## src/simd_cfg_pkg.sv

```systemverilog
// SIMD driver configuration
// Dimension count, field widths and issue limits shared by every block

package simd_cfg_pkg;

	// ================================================
	// Offset space
	// ================================================
	// Number of offset dimensions, dimension 0 is innermost
	localparam int VDIM = 2;
	// Bits per offset
	localparam int WBW = 8;

	// ================================================
	// Instruction store
	// ================================================
	// Number of instruction slots
	localparam int N_INST = 16;
	// Wide enough for N_INST as an exclusive end index
	localparam int INST_BW = $clog2(N_INST + 1);

	// ================================================
	// Issue control
	// ================================================
	// Warp ids wrap at this count
	localparam int MAX_WARP = 8;
	localparam int WID_BW = $clog2(MAX_WARP);
	// Bound on issued but uncommitted instructions
	localparam int N_PENDING = 4;
	// Holds 0 .. N_PENDING inclusive
	localparam int PEND_BW = $clog2(N_PENDING + 1);

endpackage

```

## src/simd_types_pkg.sv

```systemverilog
// SIMD driver data types
// Offset and pc vectors, command, tuple and instruction records, FSM states

package simd_types_pkg;

	// ================================================
	// Scalar fields
	// ================================================
	// One offset along one dimension
	typedef logic [simd_cfg_pkg::WBW-1:0] ofs_t;
	// Instruction index, also used as exclusive range end
	typedef logic [simd_cfg_pkg::INST_BW-1:0] pc_t;
	// Warp id carried with each instruction
	typedef logic [simd_cfg_pkg::WID_BW-1:0] warpid_t;
	// All dimensions of one offset, entry 0 is innermost
	typedef ofs_t [simd_cfg_pkg::VDIM-1:0] ofs_vec_t;

	// ================================================
	// Records on the rdy/ack links
	// ================================================
	// Command from the abofs port
	typedef struct packed {
		ofs_vec_t bofs;
		ofs_vec_t aofs_beg;
		ofs_vec_t aofs_end;
		// Entry k applies when dimension k is the lowest one not at its end
		pc_t [simd_cfg_pkg::VDIM:0] id_begs;
		pc_t [simd_cfg_pkg::VDIM:0] id_ends;
	} cmd_t;

	// One walked A-offset tuple with its instruction range
	typedef struct packed {
		ofs_vec_t aofs;
		pc_t      id_beg;
		pc_t      id_end;
		logic     islast;
	} tuple_t;

	// One issued instruction
	typedef struct packed {
		pc_t      pc;
		warpid_t  warpid;
		ofs_vec_t bofs;
		ofs_vec_t aofs;
	} inst_t;

	// ================================================
	// FSM states
	// ================================================
	typedef enum logic {LOOP_IDLE, LOOP_RUN} loop_state_t;
	typedef enum logic {ISS_IDLE, ISS_RUN} issue_state_t;

endpackage

```

## src/rdyack_broadcast.sv

```systemverilog
// Two-way rdy/ack fork
// Offers one source to two consumers and acks the source once both have taken it

`timescale 1ns/10ps

module rdyack_broadcast (
	input  logic       i_clk,
	input  logic       i_rst,
	// Source side
	input  logic       i_src_rdy,
	output logic       o_src_ack,
	// Consumer side, one bit per consumer
	output logic [1:0] o_dst_rdys,
	input  logic [1:0] i_dst_acks
);

	// Consumers that have already acknowledged the current source
	logic [1:0] done_r;
	// Done after this cycle
	logic [1:0] done_now;

	// ================================================
	// Handshake
	// ================================================
	// Each consumer sees rdy until it has taken the item
	assign o_dst_rdys = {2{i_src_rdy}} & ~done_r;
	assign done_now = done_r | i_dst_acks;
	// Source completes in the cycle the second consumer acks
	assign o_src_ack = i_src_rdy && (&done_now);

	always_ff @(posedge i_clk) begin
		if (i_rst) begin
			done_r <= '0;
		end else if (o_src_ack) begin
			// Ready for the next source item
			done_r <= '0;
		end else begin
			done_r <= done_now;
		end
	end

	// ================================================
	// Checks
	// ================================================
	// A consumer acks only while its rdy is up
	a_ack_needs_rdy: assert property (
		@(posedge i_clk) disable iff (i_rst)
		(i_dst_acks & ~o_dst_rdys) == 2'b00
	);

	// Source rdy must hold until it is acknowledged
	a_src_held: assert property (
		@(posedge i_clk) disable iff (i_rst)
		(i_src_rdy && !o_src_ack) |=> i_src_rdy
	);

endmodule

```

## src/ofs_looper.sv

```systemverilog
// A-offset box walker
// Emits one tuple per cycle over the box with its selected instruction range

`timescale 1ns/10ps

module ofs_looper (
	input  logic                   i_clk,
	input  logic                   i_rst,
	// Command, held by the source until acked
	input  logic                   i_src_rdy,
	output logic                   o_src_ack,
	input  simd_types_pkg::cmd_t   i_cmd,
	// Tuple stream
	output logic                   o_dst_rdy,
	input  logic                   i_dst_ack,
	output simd_types_pkg::tuple_t o_tuple
);

	simd_types_pkg::loop_state_t   state_r;
	// Current tuple
	simd_types_pkg::ofs_vec_t      cnt_r;
	// Tuple after the current one
	simd_types_pkg::ofs_vec_t      cnt_nxt;
	// Per dimension, offset sits at aofs_end minus one
	logic [simd_cfg_pkg::VDIM-1:0] at_end;
	logic                          islast;
	simd_types_pkg::pc_t           id_beg_sel;
	simd_types_pkg::pc_t           id_end_sel;

	// ================================================
	// Walk arithmetic
	// ================================================
	always_comb begin
		for (int d = 0; d < simd_cfg_pkg::VDIM; d++) begin
			at_end[d] = cnt_r[d] == (i_cmd.aofs_end[d] - simd_types_pkg::ofs_t'(1));
		end
	end

	// Final tuple when every dimension is at its end
	assign islast = &at_end;

	// Odometer step, dimension 0 first
	always_comb begin : step_cnt
		logic carry;
		carry = 1'b1;
		for (int d = 0; d < simd_cfg_pkg::VDIM; d++) begin
			if (!carry) begin
				cnt_nxt[d] = cnt_r[d];
			end else if (at_end[d]) begin
				// Wrap and carry upward
				cnt_nxt[d] = i_cmd.aofs_beg[d];
			end else begin
				cnt_nxt[d] = cnt_r[d] + simd_types_pkg::ofs_t'(1);
			end
			carry = carry & at_end[d];
		end
	end

	// Range select
	// Lowest dimension not at its end picks the entry, all at end picks VDIM
	always_comb begin
		id_beg_sel = i_cmd.id_begs[simd_cfg_pkg::VDIM];
		id_end_sel = i_cmd.id_ends[simd_cfg_pkg::VDIM];
		for (int d = simd_cfg_pkg::VDIM - 1; d >= 0; d--) begin
			if (!at_end[d]) begin
				id_beg_sel = i_cmd.id_begs[d];
				id_end_sel = i_cmd.id_ends[d];
			end
		end
	end

	// ================================================
	// Outputs
	// ================================================
	assign o_dst_rdy = state_r == simd_types_pkg::LOOP_RUN;
	// Command is released with its last tuple
	assign o_src_ack = o_dst_rdy && i_dst_ack && islast;

	assign o_tuple.aofs = cnt_r;
	assign o_tuple.id_beg = id_beg_sel;
	assign o_tuple.id_end = id_end_sel;
	assign o_tuple.islast = islast;

	// ================================================
	// State
	// ================================================
	always_ff @(posedge i_clk) begin
		if (i_rst) begin
			state_r <= simd_types_pkg::LOOP_IDLE;
		end else begin
			case (state_r)
				// Start on a pending command, first tuple next cycle
				simd_types_pkg::LOOP_IDLE: if (i_src_rdy) state_r <= simd_types_pkg::LOOP_RUN;
				simd_types_pkg::LOOP_RUN: if (o_src_ack) state_r <= simd_types_pkg::LOOP_IDLE;
				default: state_r <= simd_types_pkg::LOOP_IDLE;
			endcase
		end
	end

	// Idle keeps the counters parked at the box origin
	always_ff @(posedge i_clk) begin
		if (state_r == simd_types_pkg::LOOP_IDLE) begin
			cnt_r <= i_cmd.aofs_beg;
		end else if (i_dst_ack) begin
			cnt_r <= cnt_nxt;
		end
	end

	// ================================================
	// Checks
	// ================================================
	for (genvar gd = 0; gd < simd_cfg_pkg::VDIM; gd++) begin : g_bound
		a_ofs_in_box: assert property (
			@(posedge i_clk) disable iff (i_rst)
			state_r == simd_types_pkg::LOOP_RUN |-> cnt_r[gd] < i_cmd.aofs_end[gd]
		);
	end

endmodule

```

## src/inst_issue_stage.sv

```systemverilog
// Instruction issue stage
// Drops empty ranges and steps the pc over each non-empty one, tagging warp ids

`timescale 1ns/10ps

module inst_issue_stage (
	input  logic                     i_clk,
	input  logic                     i_rst,
	// Tuple stream from the looper
	input  logic                     i_src_rdy,
	output logic                     o_src_ack,
	input  simd_types_pkg::tuple_t   i_tuple,
	input  simd_types_pkg::ofs_vec_t i_bofs,
	// Instruction stream
	output logic                     o_dst_rdy,
	input  logic                     i_dst_ack,
	output simd_types_pkg::inst_t    o_inst,
	// Pulse when the final tuple of a command is done
	output logic                     o_last_done
);

	simd_types_pkg::issue_state_t state_r;
	// Registered range and tuple payload
	simd_types_pkg::pc_t          pc_r;
	simd_types_pkg::pc_t          end_r;
	simd_types_pkg::ofs_vec_t     aofs_r;
	logic                         islast_r;
	simd_types_pkg::warpid_t      warp_r;
	simd_types_pkg::pc_t          pc_nxt;
	logic                         take;
	logic                         empty;
	logic                         fire;
	logic                         pc_last;

	// ================================================
	// Handshake
	// ================================================
	// Any offered tuple is taken while idle
	assign take = state_r == simd_types_pkg::ISS_IDLE && i_src_rdy;
	assign o_src_ack = take;
	assign empty = i_tuple.id_beg == i_tuple.id_end;

	assign o_dst_rdy = state_r == simd_types_pkg::ISS_RUN;
	assign fire = o_dst_rdy && i_dst_ack;
	assign pc_nxt = pc_r + simd_types_pkg::pc_t'(1);
	assign pc_last = pc_nxt == end_r;

	// Final tuple either dropped on arrival or its last pc issued
	assign o_last_done = (take && empty && i_tuple.islast) || (fire && pc_last && islast_r);

	assign o_inst.pc = pc_r;
	assign o_inst.warpid = warp_r;
	assign o_inst.bofs = i_bofs;
	assign o_inst.aofs = aofs_r;

	// ================================================
	// State and warp counter
	// ================================================
	always_ff @(posedge i_clk) begin
		if (i_rst) begin
			state_r <= simd_types_pkg::ISS_IDLE;
		end else begin
			case (state_r)
				simd_types_pkg::ISS_IDLE: if (take && !empty) state_r <= simd_types_pkg::ISS_RUN;
				simd_types_pkg::ISS_RUN: if (fire && pc_last) state_r <= simd_types_pkg::ISS_IDLE;
				default: state_r <= simd_types_pkg::ISS_IDLE;
			endcase
		end
	end

	// One warp per non-empty tuple, restarting for each command
	always_ff @(posedge i_clk) begin
		if (i_rst || o_last_done) begin
			warp_r <= '0;
		end else if (fire && pc_last) begin
			if (warp_r == simd_types_pkg::warpid_t'(simd_cfg_pkg::MAX_WARP - 1)) begin
				warp_r <= '0;
			end else begin
				warp_r <= warp_r + simd_types_pkg::warpid_t'(1);
			end
		end
	end

	// Range payload
	always_ff @(posedge i_clk) begin
		if (take) begin
			pc_r <= i_tuple.id_beg;
			end_r <= i_tuple.id_end;
			aofs_r <= i_tuple.aofs;
			islast_r <= i_tuple.islast;
		end else if (fire) begin
			pc_r <= pc_nxt;
		end
	end

	// ================================================
	// Checks
	// ================================================
	a_pc_in_range: assert property (
		@(posedge i_clk) disable iff (i_rst)
		state_r == simd_types_pkg::ISS_RUN |-> pc_r < end_r
	);

endmodule

```

## src/pending_limiter.sv

```systemverilog
// Outstanding instruction limiter
// Holds issue back at N_PENDING uncommitted instructions and flags when none remain

`timescale 1ns/10ps

module pending_limiter (
	input  logic i_clk,
	input  logic i_rst,
	// Instruction stream from the issue stage
	input  logic i_src_rdy,
	output logic o_src_ack,
	// Instruction stream to the outside
	output logic o_dst_rdy,
	input  logic i_dst_ack,
	// One strobe per retired instruction
	input  logic i_commit,
	// No instruction outstanding
	output logic o_idle
);

	// Issued but not yet committed
	logic [simd_cfg_pkg::PEND_BW-1:0] cnt_r;
	logic                             xfer;
	logic                             room;

	// ================================================
	// Gating
	// ================================================
	assign room = cnt_r < simd_cfg_pkg::PEND_BW'(simd_cfg_pkg::N_PENDING);
	// Offer only while below the bound
	assign o_dst_rdy = i_src_rdy && room;
	assign xfer = o_dst_rdy && i_dst_ack;
	assign o_src_ack = xfer;
	assign o_idle = cnt_r == '0;

	// ================================================
	// Counter
	// ================================================
	always_ff @(posedge i_clk) begin
		if (i_rst) begin
			cnt_r <= '0;
		end else begin
			case ({xfer, i_commit})
				2'b10: cnt_r <= cnt_r + 1'b1;
				2'b01: cnt_r <= cnt_r - 1'b1;
				// Issue and commit together leave the count unchanged
				default: cnt_r <= cnt_r;
			endcase
		end
	end

	// ================================================
	// Checks
	// ================================================
	a_cnt_bounded: assert property (
		@(posedge i_clk) disable iff (i_rst)
		cnt_r <= simd_cfg_pkg::PEND_BW'(simd_cfg_pkg::N_PENDING)
	);

	// Commits only retire instructions issued in earlier cycles
	a_no_commit_at_zero: assert property (
		@(posedge i_clk) disable iff (i_rst)
		i_commit |-> cnt_r != '0
	);

	// A stalled offer stays up until it goes out
	a_rdy_held: assert property (
		@(posedge i_clk) disable iff (i_rst)
		(o_dst_rdy && !i_dst_ack) |=> o_dst_rdy
	);

endmodule

```

## src/simd_driver.sv

```systemverilog
// SIMD tile engine instruction driver
// Walks the A-offset box of a command and issues its instructions under a pending bound

`timescale 1ns/10ps

module simd_driver (
	input  logic                  i_clk,
	input  logic                  i_rst,
	// Command port
	input  logic                  i_abofs_rdy,
	output logic                  o_abofs_ack,
	input  simd_types_pkg::cmd_t  i_cmd,
	// Instruction port
	output logic                  o_inst_rdy,
	input  logic                  i_inst_ack,
	output simd_types_pkg::inst_t o_inst,
	// Retire strobe
	input  logic                  i_inst_commit
);

	// Broadcast branches, bit 0 walks and bit 1 waits for completion
	logic [1:0]             brd_rdys;
	logic [1:0]             brd_acks;
	// Looper to issue stage
	logic                   tup_rdy;
	logic                   tup_ack;
	simd_types_pkg::tuple_t tup;
	// Issue stage to limiter
	logic                   iss_rdy;
	logic                   iss_ack;
	logic                   last_done;
	logic                   lim_idle;
	// Every tuple of the current command has left the issue stage
	logic                   walk_done_r;

	// ================================================
	// Command fork
	// ================================================
	rdyack_broadcast u_brd (
		.i_clk(i_clk), .i_rst(i_rst),
		.i_src_rdy(i_abofs_rdy), .o_src_ack(o_abofs_ack),
		.o_dst_rdys(brd_rdys), .i_dst_acks(brd_acks)
	);

	// Completion ack waits for the walk and for every commit
	assign brd_acks[1] = brd_rdys[1] && walk_done_r && lim_idle;

	always_ff @(posedge i_clk) begin
		if (i_rst || o_abofs_ack) begin
			walk_done_r <= 1'b0;
		end else if (last_done) begin
			walk_done_r <= 1'b1;
		end
	end

	// ================================================
	// Walk and issue pipeline
	// ================================================
	ofs_looper u_looper (
		.i_clk(i_clk), .i_rst(i_rst),
		.i_src_rdy(brd_rdys[0]), .o_src_ack(brd_acks[0]), .i_cmd(i_cmd),
		.o_dst_rdy(tup_rdy), .i_dst_ack(tup_ack), .o_tuple(tup)
	);

	inst_issue_stage u_issue (
		.i_clk(i_clk), .i_rst(i_rst),
		.i_src_rdy(tup_rdy), .o_src_ack(tup_ack), .i_tuple(tup), .i_bofs(i_cmd.bofs),
		.o_dst_rdy(iss_rdy), .i_dst_ack(iss_ack), .o_inst(o_inst),
		.o_last_done(last_done)
	);

	// Pause issue while too many instructions are in flight
	pending_limiter u_limit (
		.i_clk(i_clk), .i_rst(i_rst),
		.i_src_rdy(iss_rdy), .o_src_ack(iss_ack),
		.o_dst_rdy(o_inst_rdy), .i_dst_ack(i_inst_ack),
		.i_commit(i_inst_commit), .o_idle(lim_idle)
	);

	// Instructions only flow while a command is being held
	a_inst_within_cmd: assert property (
		@(posedge i_clk) disable iff (i_rst)
		o_inst_rdy |-> i_abofs_rdy && !o_abofs_ack
	);

endmodule

```

## config.mk

```make
export PLATFORM = sky130hd
export DESIGN_NAME = simd_driver
export DESIGN_NICKNAME = d
export VERILOG_FILES = /design/src/simd_cfg_pkg.sv /design/src/simd_types_pkg.sv /design/src/rdyack_broadcast.sv /design/src/ofs_looper.sv /design/src/inst_issue_stage.sv /design/src/pending_limiter.sv /design/src/simd_driver.sv
export SDC_FILE = /design/constraint.sdc
export NUM_CORES = 1
export LEC_CHECK = 0
export BUFFER_PORTS_ARGS = -buffer_cell sky130_fd_sc_hd__buf_2
export CORE_MARGIN = 2
export CORE_UTILIZATION = 50
export DETAILED_ROUTE_END_ITERATION = 12
export PLACE_DENSITY = 0.83
export RECOVER_POWER = 50
export SLEW_MARGIN = 0
export SYNTH_ARGS = -nofsm -noshare
export SYNTH_HDL_FRONTEND = slang
export SYNTH_HIERARCHICAL = 1
export SYNTH_SLANG_ARGS = --single-unit
```

## constraint.sdc

```tcl
create_clock -name i_clk -period 3.66 [get_ports i_clk]
set_clock_uncertainty 0.05 [all_clocks]
set_input_delay 0.366 -clock i_clk [delete_from_list [all_inputs] [get_ports i_clk]]
set_output_delay 0.366 -clock i_clk [all_outputs]
set_load 0.005 [all_outputs]
```

==> results of run 1 <==
-- through the flow --
stage               utilization, %  cell area [um^2]
global placement              58.3              3960
detailed placement            58.3              3960
finish                        59.3              4030
global route                  59.3              4030
CTS                           59.7              4050
floorplan                        -              3500
-- cells in the mapped netlist (all sizes together), types with 12 or more instances --
cell / instances / area, um^2
a21oi: 16 / 83.8
a31oi: 13 / 81.3
buf: 20 / 155
edfxtp: 43 / 1290
inv: 14 / 52.6
mux2: 14 / 180
mux2i: 12 / 120
nand2: 16 / 62.6
nor2: 13 / 51.3
nor3: 12 / 86.3
o21ai: 12 / 63.8
xnor2: 26 / 235
xor2: 22 / 193
-- power by group --
group	switching, mW	internal, mW
clock	0.187	0.153
sequential	0.0650	0.745
combinational	0.211	0.185
-- cell type report --
cell class	count	area share (%)
clock inverter	1	0.124
timing repair buffer	97	11.9
clock buffer	7	2.14
tap	96	2.98
inverter	14	1.30
sequential	54	37.5
multi-input combinational	229	44.1
-- logic make-up after synthesis --
logic type      synth area share (%)
simple gates                    14.8
compound gates                  10.7
flops                           43.1
xor+xnor                        12.9
buf+inv                         6.46
mux                             8.57
fa+ha+maj                       3.43
-- how the worst max path moves through the flow --
stage / startpoint / endpoint / slack, ps / cells past startpoint
after global routing: u_looper/o_tuple[24] / o_abofs_ack / 60 / 10
after detailed placement: i_cmd[39] / u_issue/warp_r[1] / 310 / 12
after CTS: u_looper/o_tuple[24] / o_abofs_ack / 300 / 10
final: u_looper/o_tuple[24] / o_abofs_ack / 300 / 10
after global placement: i_cmd[39] / u_issue/warp_r[2] / 440 / 12
after floorplan: u_looper/o_tuple[24] / u_issue/warp_r[0] / 600 / 12
-- registers in the layout (all words and copies together) (netlist names) --
signal and count:
u_looper/o_dst_rdy 1, u_issue/islast_r 1, u_issue/end_r 5, u_issue/o_dst_rdy 1, walk_done_r 1, u_brd/done_r 2, u_issue/pc_r 5, u_issue/warp_r 3
u_limit/cnt_r 3, u_issue/o_inst 16, u_looper/o_tuple 16
-- metal layers --
layer / GRT usage (%) / up-vias / wire length [um]
li1: - / 1311 / -
met1: 26.9 / 1294 / 3290
met2: 35.3 / 103 / 3860
met5: 0 / - / 0
met3: 6.41 / 21 / 594
met4: 8.53 / 0 / 231
==> results.ini, run 1 <==
[placed_design]
dpl.hpwl_um=6230
routabilityCongestion=0.961
placedCellCount=490
dp_slack_ps=308
io_buffers=92

[setup_path]
cp.required_ps=3240
worst_path_max_delay_cell=edfxtp_1
cp_top_family=compound AO/OA/AOI/OAI gates
r2r-end=u_issue/warp_r[1]
cp.arrival_ps=2940
cp_max_fo=15
crit_type=reg -> out
critPathBufInv=2
max_stage_delay_ps=530
rr_startpoint=u_looper/o_tuple[24]
crit_path_end_kind=primary output
start_kind=register
worstPathCellList=or2_2 > a221o_1 > o311a_2 > a2111oi_4 > buf_4 > nand2_1 > nor3_1 > o21ai_2 > nor2_1 > buf_2
worst-r2r-cell-count=11
rrSetupSlack_ps=380

[floorplanning]
dieArea_um2=7690
row_count=30
dieWidth_um=87.7
die_h_um=87.7
io-pin-count=125
core_um2=6790
initial_core_util_pct=51.6

[timing]
rsz0062_at_grt=no
finalSetupViolCount=0
worst_slack_ps=304
post-route-period-util_pct=91.7
whs_ps=308
min_period_ps=3360
fin_tns_setup_ps=0
hold_violations=0
fmax_mhz=298
worst_slew_pin_slew_ps=1750
maxSlewHeadroom_pct=-16.8
drv_slew=34

[routing]
drc=0
drtIter0Drc=174
routed_via_density=5.48
drt-total-wl_um=7980
vias=2729
ant_nets=0
drt_first_pass_iters=4
wl_per_cell_um=16.0

[hold_path]
worstHoldPathType=in -> reg
hold_depth=2
holdPathEnd=u_looper/o_tuple[16]
holdCritStartpoint=i_cmd[51]

[final_layout]
drive_above_1_share_pct=30.1
final_common_cell=buf_2
synthToLayoutAreaGrowth_pct=15.1
final_cell_mix=79 x buf_2, 43 x edfxtp_1, 25 x xnor2_1
multi_input_area_um2=1780
final-instance-count-excl-fill=498
diodes=0
nNetsFinal=493
fillCellCount=582
ff_latch_area_um2=1510

[clock_tree]
cts-hold-fix-buffers=0
root_buffer=clkbuf_8
post_cts_buffers=0
clockBufferDepth=2
cts_resized=0
cts-htree-levels=2
cts_inserted_buffers=5
tritoncts=yes
clock-sinks=54
clkTransAtPathRegs_ps=90
clk_latency_ps=300

[run_status]
status=complete, but fails checks
violations=max-capacitance violations, max-slew violations

[logic_synthesis]
ys_types=57
syn_area_per_cell_um2=10.9
syn-instance-count=322
synth_edf_count=43
ys_ff_latch=54
syn_nets=414
synth_area_um2=3500
synth_flop_cell=edfxtp_1
synth_warnings=6
async_flop_share_pct=0
seq_area_frac_synth_pct=43.1

[power]
p_leak_nw=1.58
finalPower_mw=1.55
p_per_area_nw_per_um2=383
peakVddDrop_mv=0.175

[grt]
grt_pass1_vias=2761
overflow=0
grt_pass1_wl_um=12900
antenna_found_initial=0
grt_max_degree=34
grt.total_usage_pct=21.6

[job]
drv_cap=1

Note: power is estimated with default switching activity, not from simulation.
==> run 2, diff against run 1 <==
--- a/config.mk
+++ b/config.mk
@@ -6,6 +6,7 @@
 export NUM_CORES = 1
 export LEC_CHECK = 0
 export BUFFER_PORTS_ARGS = -buffer_cell sky130_fd_sc_hd__buf_2
+export CORE_ASPECT_RATIO = 0.9
 export CORE_MARGIN = 2
 export CORE_UTILIZATION = 50
 export DETAILED_ROUTE_END_ITERATION = 12
==> constraint.sdc (replaced) <==
create_clock -name i_clk -period 3.75 [get_ports i_clk]
set_clock_uncertainty 0.05 [all_clocks]
set_input_delay 0.375 -clock i_clk [delete_from_list [all_inputs] [get_ports i_clk]]
set_output_delay 0.375 -clock i_clk [all_outputs]
set_load 0.005 [all_outputs]
==> results.ini, run 2 (same netlist as run 1, synthesis figures left out) <==
[final_layout]
final_cell_area_um2=4020  ; -0.25%
nNetsFinal=492  ; -0.20%
diodes=0  ; unchanged
multi_input_area_um2=1780  ; unchanged
drive_above_1_share_pct=31.4  ; +1.3 points
final_common_cell=buf_2
fillCellCount=565  ; -2.9%
final_util_pct=60.1  ; +0.76 points
ff_latch_area_um2=1510  ; unchanged
final_cell_mix=84 x buf_2, 43 x edfxtp_1, 25 x xnor2_1
synthToLayoutAreaGrowth_pct=14.8

[timing]
whs_ps=299  ; -9.13 ps
maxSlewHeadroom_pct=46.7  ; +63 points
finalSetupViolCount=0  ; unchanged
drv_slew=0  ; -100%
min_period_ps=3500
post-route-period-util_pct=93.3
hold_violations=0  ; unchanged
rsz0062_at_grt=no
worst_slew_pin_slew_ps=798  ; -954 ps
fmax_mhz=286
fin_tns_setup_ps=0  ; unchanged

[setup_path]
cp.arrival_ps=3070  ; +130 ps
cp_max_fo=15  ; unchanged
crit_type=reg -> out
start_kind=register
cp.required_ps=3320  ; +80 ps
crit_path_end_kind=primary output

[clock_tree]
cts_resized=0  ; unchanged
clock-sinks=54  ; unchanged
cts-hold-fix-buffers=0  ; unchanged
cts-htree-levels=2  ; unchanged
clkTransAtPathRegs_ps=100  ; about the same
root_buffer=clkbuf_8
clockBufferDepth=2  ; unchanged
tritoncts=yes
clk_latency_ps=320  ; +20 ps
cts_inserted_buffers=5  ; unchanged
post_cts_buffers=0  ; unchanged

[grt]
antenna_found_initial=0  ; unchanged
overflow=0  ; unchanged
grt.total_usage_pct=21.7  ; +0.11 points
grt_pass1_wl_um=13200  ; +2.2%
grt_max_degree=35  ; +2.9%
grt_pass1_vias=2801  ; +1.4%

[placed_design]
dpl.hpwl_um=6150  ; -1.3%
io_buffers=92  ; unchanged
placed_cell_area_um2=3950  ; -0.38%
routabilityCongestion=0.880  ; -8.4%

[routing]
drtIter0Drc=220  ; +26%
drt_first_pass_iters=4  ; unchanged
drt-total-wl_um=8160  ; +2.2%
wl_per_cell_um=16.6  ; +3.7%
ant_nets=0  ; unchanged
routed_via_density=5.52  ; +0.79%
drc=0  ; unchanged
vias=2712  ; -0.62%

[run_status]
status=finished clean

[job]
drv_cap=0  ; -1

[power]
peakVddDrop_mv=0.295  ; +68%
p_leak_nw=1.60  ; +0.82%
finalPower_mw=1.50  ; -3.0%
p_per_area_nw_per_um2=373  ; -2.7%

[hold_path]
worstHoldPathType=in -> reg

[floorplanning]
dieArea_um2=7690  ; about the same
row_count=28  ; -6.7%
core_um2=6690  ; -1.5%
dieWidth_um=92.2  ; +5.2%
io-pin-count=125  ; unchanged
die_h_um=83.4  ; -4.9%
initial_core_util_pct=52.4  ; +0.79 points

[run 2: worst paths after layout]
path	from	endpoint	slack, ps	cells after the start
setup / recovery	u_looper/o_tuple[24]	o_abofs_ack	250	10
hold / removal	i_cmd[61]	u_looper/o_tuple[26]	300	2
setup reg to reg	u_looper/o_tuple[24]	u_issue/warp_r[1]	320	11
hold reg to reg	u_issue/warp_r[2]	u_issue/warp_r[2]	450	2
[run 2: power by group]
group	internal [mW]	total, mW	switching (mW)
sequential	0.726	0.790	0.0635
clock	0.132	0.323	0.191
combinational	0.180	0.387	0.208
total	1.04	1.50	0.462
[run 2: area by class of cell]
cell class	instances	share of cell area, %
Multi-Input combinational cell	229	44.2
Sequential cell	54	37.6
Timing Repair Buffer	96	11.9
Tap cell	90	2.80
Clock buffer	6	1.80
Inverter	14	1.31
Clock inverter	2	0.342
[run 2: layer usage]
layer | part of all wire, % | global-route usage [%] | vias to the layer above
li1 | - | - | 1317
met1 | 42 | 25.7 | 1287
met2 | 50 | 39.0 | 86
met3 | 5.2 | 3.90 | 22
met4 | 2.2 | 8.01 | 0
met5 | 0 | 0 | -
[run 2: metrics by stage]
stage / std cells / setup WS, ps
after floorplan: 322 / 686
after global placement: 483 / 474
after detailed placement: 483 / 286
after CTS: 491 / 278
after global routing: 491 / 41.3
final: 491 / 253
[run 2: critical path: stages (launching register included)]
cell and delay, ps:
edfxtp_1 530, or2_2 330, a221o_1 300, o311a_2 150
a2111oi_4 280, buf_4 290, nand2_1 80, nor3_1 360
o21ai_2 120, nor2_1 170, buf_2 150
